## src/rv_pkg.sv

```systemverilog
`default_nettype none

package rv_pkg;

    localparam int XLEN = 32;

    typedef enum logic [6:0] {
        OPC_OP     = 7'b0110011,
        OPC_OP_IMM = 7'b0010011,
        OPC_LOAD   = 7'b0000011,
        OPC_STORE  = 7'b0100011,
        OPC_BRANCH = 7'b1100011,
        OPC_JAL    = 7'b1101111,
        OPC_JALR   = 7'b1100111,
        OPC_LUI    = 7'b0110111
    } opcode_e;

    // order is fixed, add is zero.
    typedef enum logic [3:0] {
        ALU_ADD,
        ALU_SUB,
        ALU_AND,
        ALU_OR,
        ALU_XOR,
        ALU_SLL,
        ALU_SRL,
        ALU_SRA,
        ALU_SLT,
        ALU_SLTU,
        ALU_PASS_B
    } alu_op_e;

    localparam logic [2:0] F3_ADD  = 3'b000;  // add, sub, addi.
    localparam logic [2:0] F3_SLL  = 3'b001;
    localparam logic [2:0] F3_SLT  = 3'b010;
    localparam logic [2:0] F3_SLTU = 3'b011;
    localparam logic [2:0] F3_XOR  = 3'b100;
    localparam logic [2:0] F3_SR   = 3'b101;  // srl and sra.
    localparam logic [2:0] F3_OR   = 3'b110;
    localparam logic [2:0] F3_AND  = 3'b111;
    localparam logic [2:0] F3_BEQ  = 3'b000;
    localparam logic [2:0] F3_BNE  = 3'b001;
    localparam logic [2:0] F3_LW   = 3'b010;
    localparam logic [2:0] F3_SW   = 3'b010;
    localparam logic [2:0] F3_JALR = 3'b000;

endpackage

`default_nettype wire

```

## src/rv_decode_top.sv

```systemverilog
`default_nettype none

module rv_decode_top #(
    parameter int NUM_REGS = 32
) (
    input  logic            clk,
    input  logic            rst_n,
    input  logic            stall_i,
    input  logic            flush_i,
    input  logic [31:0]     inst_i,
    input  logic [31:0]     pc_i,
    input  logic            wb_wen_i,
    input  logic [4:0]      wb_rd_i,
    input  logic [31:0]     wb_data_i,
    output logic [4:0]      rd_o,
    output logic [31:0]     rs1_data_o,
    output logic [31:0]     rs2_data_o,
    output logic [31:0]     imm_o,
    output logic [31:0]     pc_o,
    output logic            alu_src_o,
    output logic            jal_o,
    output logic            jalr_o,
    output logic            branch_o,
    output logic            bne_o,
    output logic            mem_ren_o,
    output logic            mem_wen_o,
    output logic            mem_to_reg_o,
    output logic            reg_wen_o,
    output logic            illegal_o,
    output rv_pkg::alu_op_e alu_op_o
);

    logic [4:0]  rs1_addr, rs2_addr;
    logic [31:0] rs1_data, rs2_data;  // same-cycle read data.

    rv_id_stage u_id_stage (
        .clk          (clk),
        .rst_n        (rst_n),
        .stall_i      (stall_i),
        .flush_i      (flush_i),
        .inst_i       (inst_i),
        .pc_i         (pc_i),
        .rs1_addr_o   (rs1_addr),
        .rs2_addr_o   (rs2_addr),
        .rs1_data_i   (rs1_data),
        .rs2_data_i   (rs2_data),
        .rd_o         (rd_o),
        .rs1_data_o   (rs1_data_o),
        .rs2_data_o   (rs2_data_o),
        .imm_o        (imm_o),
        .pc_o         (pc_o),
        .alu_src_o    (alu_src_o),
        .jal_o        (jal_o),
        .jalr_o       (jalr_o),
        .branch_o     (branch_o),
        .bne_o        (bne_o),
        .mem_ren_o    (mem_ren_o),
        .mem_wen_o    (mem_wen_o),
        .mem_to_reg_o (mem_to_reg_o),
        .reg_wen_o    (reg_wen_o),
        .illegal_o    (illegal_o),
        .alu_op_o     (alu_op_o)
    );

    rv_regfile #(
        .NUM_REGS (NUM_REGS)
    ) u_regfile (
        .clk        (clk),
        .rst_n      (rst_n),
        .rs1_addr_i (rs1_addr),
        .rs2_addr_i (rs2_addr),
        .wb_rd_i    (wb_rd_i),
        .wb_wen_i   (wb_wen_i),
        .wb_data_i  (wb_data_i),
        .rs1_data_o (rs1_data),
        .rs2_data_o (rs2_data)
    );

endmodule

`default_nettype wire

```

## src/rv_decoder.sv

```systemverilog
`default_nettype none

module rv_decoder (
    input  logic [31:0]     inst_i,
    output logic [4:0]      rs1_o,
    output logic [4:0]      rs2_o,
    output logic [4:0]      rd_o,
    output logic [31:0]     imm_o,
    output logic            alu_src_o,
    output logic            jal_o,
    output logic            jalr_o,
    output logic            branch_o,
    output logic            bne_o,
    output logic            mem_ren_o,
    output logic            mem_wen_o,
    output logic            mem_to_reg_o,
    output logic            reg_wen_o,
    output logic            illegal_o,
    output rv_pkg::alu_op_e alu_op_o
);
    import rv_pkg::*;

    opcode_e         opcode;
    logic [2:0]      funct3;
    logic            bit30;
    logic [XLEN-1:0] imm_i, imm_s, imm_b, imm_j, imm_u;

    // sub only for register ops, sra for both.
    function automatic alu_op_e alu_sel(input logic [2:0] f3, input logic b30,
                                        input logic is_reg);
        alu_op_e op;
        case (f3)
            F3_ADD:  op = (b30 && is_reg) ? ALU_SUB : ALU_ADD;
            F3_SLL:  op = ALU_SLL;
            F3_SLT:  op = ALU_SLT;
            F3_SLTU: op = ALU_SLTU;
            F3_XOR:  op = ALU_XOR;
            F3_SR:   op = b30 ? ALU_SRA : ALU_SRL;
            F3_OR:   op = ALU_OR;
            default: op = ALU_AND;
        endcase
        return op;
    endfunction

    assign opcode = opcode_e'(inst_i[6:0]);
    assign funct3 = inst_i[14:12];
    assign bit30  = inst_i[30];
    assign rs1_o  = inst_i[19:15];
    assign rs2_o  = inst_i[24:20];
    assign rd_o   = reg_wen_o ? inst_i[11:7] : 5'd0;  // bubble has no rd.

    assign imm_i = {{20{inst_i[31]}}, inst_i[31:20]};
    assign imm_s = {{20{inst_i[31]}}, inst_i[31:25], inst_i[11:7]};
    assign imm_b = {{19{inst_i[31]}}, inst_i[31], inst_i[7], inst_i[30:25], inst_i[11:8], 1'b0};
    assign imm_j = {{11{inst_i[31]}}, inst_i[31], inst_i[19:12], inst_i[20], inst_i[30:21],
                    1'b0};
    assign imm_u = {inst_i[31:12], 12'd0};

    always_comb begin
        imm_o        = '0;
        alu_op_o     = ALU_ADD;
        alu_src_o    = 1'b0;
        jal_o        = 1'b0;
        jalr_o       = 1'b0;
        branch_o     = 1'b0;
        bne_o        = 1'b0;
        mem_ren_o    = 1'b0;
        mem_wen_o    = 1'b0;
        mem_to_reg_o = 1'b0;
        reg_wen_o    = 1'b0;
        illegal_o    = 1'b0;
        case (opcode)
            OPC_OP: begin
                reg_wen_o = 1'b1;
                alu_op_o  = alu_sel(funct3, bit30, 1'b1);
            end
            OPC_OP_IMM: begin
                reg_wen_o = 1'b1;
                alu_src_o = 1'b1;
                imm_o     = imm_i;
                alu_op_o  = alu_sel(funct3, bit30, 1'b0);
            end
            OPC_LOAD: begin
                reg_wen_o    = 1'b1;
                alu_src_o    = 1'b1;
                mem_ren_o    = 1'b1;
                mem_to_reg_o = 1'b1;
                imm_o        = imm_i;
            end
            OPC_STORE: begin
                alu_src_o = 1'b1;
                mem_wen_o = 1'b1;
                imm_o     = imm_s;
            end
            OPC_BRANCH: begin
                branch_o = 1'b1;
                bne_o    = (funct3 == F3_BNE);
                alu_op_o = ALU_SUB;  // compare by subtract.
                imm_o    = imm_b;
            end
            OPC_JAL: begin
                jal_o     = 1'b1;
                reg_wen_o = 1'b1;
                imm_o     = imm_j;
            end
            OPC_JALR: begin
                jalr_o    = 1'b1;
                reg_wen_o = 1'b1;
                alu_src_o = 1'b1;
                imm_o     = imm_i;
            end
            OPC_LUI: begin
                reg_wen_o = 1'b1;
                alu_src_o = 1'b1;
                alu_op_o  = ALU_PASS_B;
                imm_o     = imm_u;
            end
            default: illegal_o = 1'b1;
        endcase
    end

    // at most one kind of control transfer per instruction.
    a_one_transfer: assert final ($onehot0({jal_o, jalr_o, branch_o}))
        else $error("rv_decoder: more than one transfer kind");

endmodule

`default_nettype wire

```

## src/rv_id_stage.sv

```systemverilog
`default_nettype none

module rv_id_stage (
    input  logic            clk,
    input  logic            rst_n,
    input  logic            stall_i,
    input  logic            flush_i,
    input  logic [31:0]     inst_i,
    input  logic [31:0]     pc_i,
    output logic [4:0]      rs1_addr_o,
    output logic [4:0]      rs2_addr_o,
    input  logic [31:0]     rs1_data_i,
    input  logic [31:0]     rs2_data_i,
    output logic [4:0]      rd_o,
    output logic [31:0]     rs1_data_o,
    output logic [31:0]     rs2_data_o,
    output logic [31:0]     imm_o,
    output logic [31:0]     pc_o,
    output logic            alu_src_o,
    output logic            jal_o,
    output logic            jalr_o,
    output logic            branch_o,
    output logic            bne_o,
    output logic            mem_ren_o,
    output logic            mem_wen_o,
    output logic            mem_to_reg_o,
    output logic            reg_wen_o,
    output logic            illegal_o,
    output rv_pkg::alu_op_e alu_op_o
);
    import rv_pkg::*;

    logic [4:0]      dec_rd;
    logic [XLEN-1:0] dec_imm;
    alu_op_e         dec_alu_op;
    logic            dec_alu_src, dec_jal, dec_jalr, dec_branch, dec_bne;
    logic            dec_mem_ren, dec_mem_wen, dec_mem_to_reg, dec_reg_wen, dec_illegal;
    logic [9:0]      ctrl_d;
    logic [9:0]      ctrl_q;

    rv_decoder u_decoder (
        .inst_i       (inst_i),
        .rs1_o        (rs1_addr_o),
        .rs2_o        (rs2_addr_o),
        .rd_o         (dec_rd),
        .imm_o        (dec_imm),
        .alu_src_o    (dec_alu_src),
        .jal_o        (dec_jal),
        .jalr_o       (dec_jalr),
        .branch_o     (dec_branch),
        .bne_o        (dec_bne),
        .mem_ren_o    (dec_mem_ren),
        .mem_wen_o    (dec_mem_wen),
        .mem_to_reg_o (dec_mem_to_reg),
        .reg_wen_o    (dec_reg_wen),
        .illegal_o    (dec_illegal),
        .alu_op_o     (dec_alu_op)
    );

    assign ctrl_d = {dec_alu_src, dec_jal, dec_jalr, dec_branch, dec_bne,
                     dec_mem_ren, dec_mem_wen, dec_mem_to_reg, dec_reg_wen, dec_illegal};
    assign {alu_src_o, jal_o, jalr_o, branch_o, bne_o,
            mem_ren_o, mem_wen_o, mem_to_reg_o, reg_wen_o, illegal_o} = ctrl_q;

    always_ff @(posedge clk or negedge rst_n) begin
        if (!rst_n) begin
            rd_o       <= '0;
            rs1_data_o <= '0;
            rs2_data_o <= '0;
            imm_o      <= '0;
            pc_o       <= '0;
            alu_op_o   <= ALU_ADD;
            ctrl_q     <= '0;
        end else if (!stall_i) begin  // stall wins over flush.
            rs1_data_o <= rs1_data_i;
            rs2_data_o <= rs2_data_i;
            imm_o      <= dec_imm;
            pc_o       <= pc_i;
            if (flush_i) begin
                // bubble.
                rd_o     <= '0;
                alu_op_o <= ALU_ADD;
                ctrl_q   <= '0;
            end else begin
                rd_o     <= dec_rd;
                alu_op_o <= dec_alu_op;
                ctrl_q   <= ctrl_d;
            end
        end
    end

    a_mem_excl: assert property (@(posedge clk) disable iff (!rst_n)
        !(mem_ren_o && mem_wen_o))
        else $error("rv_id_stage: load and store together");

endmodule

`default_nettype wire

```

## src/rv_regfile.sv

```systemverilog
`default_nettype none

module rv_regfile #(
    parameter int NUM_REGS = 32
) (
    input  logic        clk,
    input  logic        rst_n,
    input  logic [4:0]  rs1_addr_i,
    input  logic [4:0]  rs2_addr_i,
    input  logic [4:0]  wb_rd_i,
    input  logic        wb_wen_i,
    input  logic [31:0] wb_data_i,
    output logic [31:0] rs1_data_o,
    output logic [31:0] rs2_data_o
);
    import rv_pkg::*;

    localparam int AW = $clog2(NUM_REGS);

    logic [XLEN-1:0] regs [NUM_REGS];
    logic [AW-1:0]   wr_idx;
    logic            wr_en;

    assign wr_idx = wb_rd_i[AW-1:0];
    assign wr_en  = wb_wen_i && (wb_rd_i != 5'd0) && (wb_rd_i < NUM_REGS);

    // x0 and out-of-range read zero, same-cycle write goes straight through.
    function automatic logic [XLEN-1:0] read_port(input logic [4:0] addr);
        logic [XLEN-1:0] val;
        val = '0;
        if (addr != 5'd0 && addr < NUM_REGS) begin
            if (wb_wen_i && addr == wb_rd_i) begin
                val = wb_data_i;
            end else begin
                val = regs[addr[AW-1:0]];
            end
        end
        return val;
    endfunction

    always_ff @(posedge clk or negedge rst_n) begin
        if (!rst_n) begin
            for (int i = 0; i < NUM_REGS; i++) begin
                regs[i] <= '0;
            end
        end else if (wr_en) begin
            regs[wr_idx] <= wb_data_i;
        end
    end

    always_comb begin
        rs1_data_o = read_port(rs1_addr_i);
        rs2_data_o = read_port(rs2_addr_i);
    end

endmodule

`default_nettype wire
```

## config.mk

```make
export PLATFORM = sky130hd
export DESIGN_NAME = rv_decode_top
export DESIGN_NICKNAME = d
export VERILOG_FILES = /design/src/rv_pkg.sv /design/src/rv_decode_top.sv /design/src/rv_decoder.sv /design/src/rv_id_stage.sv /design/src/rv_regfile.sv
export SDC_FILE = /design/constraint.sdc
export NUM_CORES = 2
export LEC_CHECK = 0
export BUFFER_PORTS_ARGS = -buffer_cell sky130_fd_sc_hd__buf_2
export CAP_MARGIN = 20
export CELL_PAD_IN_SITES_DETAIL_PLACEMENT = 1
export CELL_PAD_IN_SITES_GLOBAL_PLACEMENT = 1
export CORE_UTILIZATION = 30
export CTS_BUF_LIST = sky130_fd_sc_hd__clkbuf_16
export DETAILED_ROUTE_END_ITERATION = 16
export PLACE_DENSITY = 0.62
export SETUP_SLACK_MARGIN = 0.5
export SLEW_MARGIN = 20
export SYNTH_ARGS = -nofsm -noshare
export SYNTH_HDL_FRONTEND = slang
export SYNTH_HIERARCHICAL = 1
export SYNTH_SLANG_ARGS = --single-unit
```

## constraint.sdc

```tcl
create_clock -name clk -period 2.3 [get_ports clk]
set_input_delay 0.69 -clock clk [delete_from_list [all_inputs] [get_ports clk]]
set_output_delay 0.69 -clock clk [all_outputs]
set_load 0.005 [all_outputs]
```

---- Word-level counts from Yosys, hierarchy flattened ----
Cells that the tools add are included.
operators by class
  bitwise logic cells ..................... 3
  equal/unequal tests ..................... 16
  muxes and demuxes ....................... 32
  reductions and logical operators ........ 12
  order comparisons ....................... 4
operators with widths
  kind                                                                           count
  1024-bit bitwise mux                                                           1
  32-bit binary-select mux with 5-bit select                                     2
  32-bit 2-to-1 mux                                                              9
  32-bit demux with 5-bit select                                                 1
  32-bit case mux with 5 select lines                                            1
  4-bit case mux with 7 select lines                                             2
  7-bit by 6-bit == test with 1-bit output (second input constant)               3
  7-bit == test (second input constant)                                          3
  6-bit greater-or-equal comparator (second input constant)                      3
  5-bit NOT with 6-bit output                                                    3
  4-bit case mux with 4 select lines                                             1
  5-bit nonzero test                                                             3
  1-bit 2-to-1 mux                                                               11
  5-bit == test                                                                  2
  10-bit 2-to-1 mux                                                              1
  5-bit 2-to-1 mux                                                               2
  3-bit == test (second input constant)                                          3
  8-bit OR reduction                                                             1
  7-bit by 2-bit == test with 1-bit output (second input constant)               1
  7-bit by 5-bit == test with 1-bit output (second input constant)               1
  3-bit by 2-bit == test with 1-bit output (second input constant)               2
  6-bit by 1-bit less-than comparator with 1-bit output (second input constant)  1
  6-bit OR reduction                                                             1
  5-bit OR reduction                                                             1
  5 further kinds                                                                8
word-level totals
  word-level logic and storage cells ...... 106
  flip-flop bits (word level) ............. 1171

---- Longest topological paths before layout ----
  word-level depth ........................ 6
  mapped depth ............................ 12

---- Modules after synthesis ----
Netlist, hierarchy kept.
by module, submodules not included
  module       sequential area each (sq um)  instances  cells an instance  area each (sq um)
  rv_regfile   25624.6                       1          3808               55370.6
  rv_id_stage  3678.5                        1          350                5525.3
  rv_decoder   0.0                           1          121                827.0

---- Worst setup path before layout ----
OpenSTA, ideal clock, no wires.
  path kind ............................... input-to-reg
  start point ............................. in inst_i[20]
  end point ............................... reg u_id_stage.rs2_data_o[21]
  stages .................................. 9
  path buffers ............................ 4
  arrival ................................. 2671 ps
  setup time .............................. 125 ps
  slack ................................... -496 ps
  data required time ...................... 2175 ps
  cell sequence ........................... buf_4 > buf_6 > buf_6 > buf_2 > mux4_2 > a22oi_1 > nand2_1 > a221o_1 > mux2_2
between the ends
  longest elaborated chain between the ends .. 6
  elaborated cells on any way between the ends .. 9
  classes of those cells .................. eq/ne (1); mux (5); bitwise (1); reduce/logical (2)
RTL lines
  element                                               RTL line             text
  start, declared                                       rv_decode_top.sv:10  input logic [31:0] inst_i,
  5-bit NOT with 6-bit output (implied by the code)     rv_regfile.sv:35     val = regs[addr[AW-1:0]];
  32-bit binary-select mux with 5-bit select            rv_regfile.sv:35
  32-bit 2-to-1 mux (implied by the code) (2 in a row)  rv_regfile.sv:35
  32-bit 2-to-1 mux                                     rv_regfile.sv:32     if (wb_wen_i && addr == wb_rd_i) begin
  32-bit 2-to-1 mux *                                   rv_regfile.sv:31     if (addr != 5'd0 && addr < NUM_REGS) begin
  via rs2_data[21]                                      rv_decode_top.sv:34  logic [31:0] rs1_data, rs2_data;
  end signal, assigned                                  rv_id_stage.sv:76    rs2_data_o <= rs2_data_i;
  end, declared                                         rv_id_stage.sv:16    output logic [31:0] rs2_data_o,
Mark *: on every way through the listed nets, which the timed path passes. The rest lies on a longest branch. The select of a mux whose other input is x is not followed.
A chain may end at the register's enable or synchronous reset.

---- Worst setup path after layout ----
  start point ............................. reg u_id_stage.rs1_data_o[29]
  end point ............................... out rs1_data_o[29]
RTL lines
  element                 RTL line             text
  start, declared         rv_id_stage.sv:15    output logic [31:0] rs1_data_o,
  start signal, assigned  rv_id_stage.sv:75    rs1_data_o <= rs1_data_i;
  end, declared           rv_decode_top.sv:16  output logic [31:0] rs1_data_o,
No word-level cell between the ends.

==> metrics.yaml <==
synthesis:
  synth-main-ff-cell: "dfrtp_1"
  synth_edf_count: 0
  async_reset_ff_share_pct: 100
  ys_ff_latch: 1171
  seq_area_frac_synth_pct: 47.5
  yosys_warnings: 6
  synthCells: 4279
  synth.cell_area_sq_um: 61700
  syn-num-nets: 4385
  synth.distinct_cells: 67
  syn_avg_cell_area_sq_um: 14.4
sta:
  fin_worst_skew_ns: 0.0269
  finalSetupViolations: 0
  maxSlewHeadroom_pct: 35.1
  layout_min_cycle_time_ns: 2.18
  worst_pin_slew_ns: 0.970
  hold_ws_ns: 0.136
  drv_slew: 0
  hold_viol: 0
  rsz0062_at_grt: "yes"
  fmax_mhz: 460
  period_share_pct: 94.6
route:
  viasPerCell: 5.66
  wl_mm: 249
  ant_nets: 0
  drtIter0Drc: 3494
  first_pass_iters: 13
  vias: 44100
  routedWlPerCell_microns: 32.0
  drc_errors: 2
worst_setup_path:
  r2r_slack_ns: 0.15
  end_kind: "primary output"
  path_delay_family: "flip-flops"
  critPathKind: "reg -> out"
  cp-start-kind: "flip-flop"
  crit_slowest_cell: "dfrtp_2"
  crit_arrival_ns: 1.49
  cp.required_ns: 1.61
  critical_path_peak_fanout: 2
  cpPeakStageDelay_ns: 0.55
  cp_cell_sequence: "buf_6"
  cp_num_buf_inv: 1
placement:
  gp_congestion: 0.876
  postPlaceCellArea_sq_um: 71900
  hpwl_mm: 165
  place.port_buffers: 252
finish:
  syn_to_final_growth_pct: 30.4
  nets: 5093
  final_area_sq_um: 80500
  drive_gt1_share_pct: 61.9
  fill_cells: 20600
clock_tree:
  cts_num_sinks: 1171
  max-clock-path-buffers: 3
  cts_tree: "done"
  insertion_delay_ns: 0.79
  path_clk_slew_ns: 0.06
  htreeDepth: 4
  cts-root-buf: "clkbuf_16"
  numCtsBuffers: 137
die:
  die_y_microns: 456
  die_area_sq_um: 208000
  rows: 166
  die_x_microns: 456
  core-area_sq_um: 205000
  io_pins: 253
  initial_core_util_pct: 30.2
grt:
  grt_usage_pct: 23.8
  grt_overflow_total: 0
  grt_pass1_wl_mm: 360
  antenna_found_initial: 28
  grt_max_degree: 82
  grt_pass1_vias: 47400
power_and_ir_drop:
  vdd_drop_max_uv: 686
  power_density_nw_per_um2: 801
  p_leak_nw: 35.4
run_status:
  violations: "DRC"
  status: "finished with violations"
worst_hold_path:
  hp-class: "in -> reg"
flow_run:
  drv_cap: 0
## cells by family after synthesis
family | synth area share [%]
mux | 39.4
flops | 47.5
buf+inv | 4.25
simple gates | 3.87
compound gates | 4.82
xor+xnor | 0.142
## stage by stage
step / std cells / utilization (%) / total power, mW / worst slack [ns] / TNS, ns
3_5_place_dp: 7338 / 35.2 / 40.8 / -0.819 / -97.23
4_1_cts: 7731 / 38.8 / 64.3 / 0.0808 / 0
5_1_grt: 7787 / 39.3 / 66.9 / 0.104 / 0
2_1_floorplan: 4279 / - / 35.7 / -0.372 / -20.59
6_report: 7789 / 39.3 / 64.4 / 0.124 / 0
3_3_place_gp: 7338 / 35.2 / 40.2 / -0.862 / -89.07
## layer usage
layer / wire length, microns / vias up / global-route usage, %
met5: 19 / - / 0
met4: 12200 / 2 / 11.2
met2: 120000 / 1590 / 38.3
li1: - / 17800 / -
met3: 14700 / 545 / 4.39
met1: 102000 / 24200 / 31.0
## where the power goes
part	switching [mW]	total (mW)	internal (mW)	leakage [nW]
clock	9.27	22.2	12.9	2.26
sequential	3.14	27.5	24.4	15.0
combinational	5.78	14.8	8.98	18.2
## placed cells by master, fill, tap and decap left out, drive strengths merged, types with 46 or more instances in the layout
cell type and count:
a22oi 54, buf 1032, clkbuf 145, clkinv 54
dfrtp 1171, mux2 1204, mux2i 80, mux4 441
nand2 132, nor2 116, nor3 46, o21ai 59
o22ai 80
## state kept, by name, indices dropped and copies added (netlist names)
register	flops
u_id_stage/rs1_data_o	32
u_id_stage/imm_o	32
u_id_stage/rd_o	5
u_id_stage/alu_op_o	4
u_id_stage/pc_o	32
u_regfile/regs	1024
u_id_stage/ctrl_q	10
u_id_stage/rs2_data_o	32
## path summary, 6_finish.rpt
path	from	to	cells after the start
worst max-delay path	u_id_stage/rs1_data_o[29]$_DFFE_PN0N_	rs1_data_o[29]	1
worst min-delay path	pc_i[27]	u_id_stage/pc_o[27]$_DFFE_PN0N_	2
worst max register to register	u_regfile/regs[782]$_DFFE_PN0P_	u_id_stage/rs2_data_o[14]$_DFFE_PN0N_	6
worst min register to register	u_regfile/regs[1017]$_DFFE_PN0P_	u_regfile/regs[1017]$_DFFE_PN0P_	0
max in group asynchronous	rst_n	u_id_stage/rs1_data_o[24]$_DFFE_PN0N_	4
min in group asynchronous	rst_n	u_regfile/regs[62]$_DFFE_PN0P_	2
## area by class of cell
type                            count  area (sq um)  area share (%)
Antenna cell                       10          25.0          0.0311
Clock buffer                      143          3580            4.45
Clock inverter                    100           872            1.08
Inverter                           12          50.0          0.0622
Multi-Input combinational cell   2626         32200            40.0
Sequential cell                  1171         29300            36.5
Tap cell                         2688          3360            4.18
Timing Repair Buffer             1039         11100            13.8
## cells in the mapped netlist (10+ instances only)
cell	number	area [sq um]
a211oi_1	25	188
a21o_1	22	165
a21oi_1	33	165
a221o_1	30	300
a221oi_1	22	193
a22o_1	20	175
a22oi_1	54	405
and2_1	17	106
and3_1	31	194
buf_1	55	206
buf_12	10	200
buf_2	75	375
buf_4	68	510
buf_6	34	383
clkbuf_1	224	841
dfrtp_1	1171	29300
inv_1	11	41.3
mux2_2	1204	13600
mux2i_1	80	801
mux4_1	15	394
mux4_2	426	9590
nand2_1	132	495
nand2b_1	24	150
nand3_1	10	50.1
nor2_1	116	435
nor2b_1	22	138
nor3_1	43	215
nor4_1	39	244
o211a_1	10	100
o21ai_0	55	275
o221ai_1	13	114
o22ai_1	80	500
## repair_timing
item,CTS,global route
buffers inserted,128,47
cloned,21,1
setup endpoints to repair,211,237
pin swaps,103,79
hold buffers,1,0
gates resized for setup,328,128
endpoints found under the hold margin,10,0
Power figures use the tool's default switching activity.
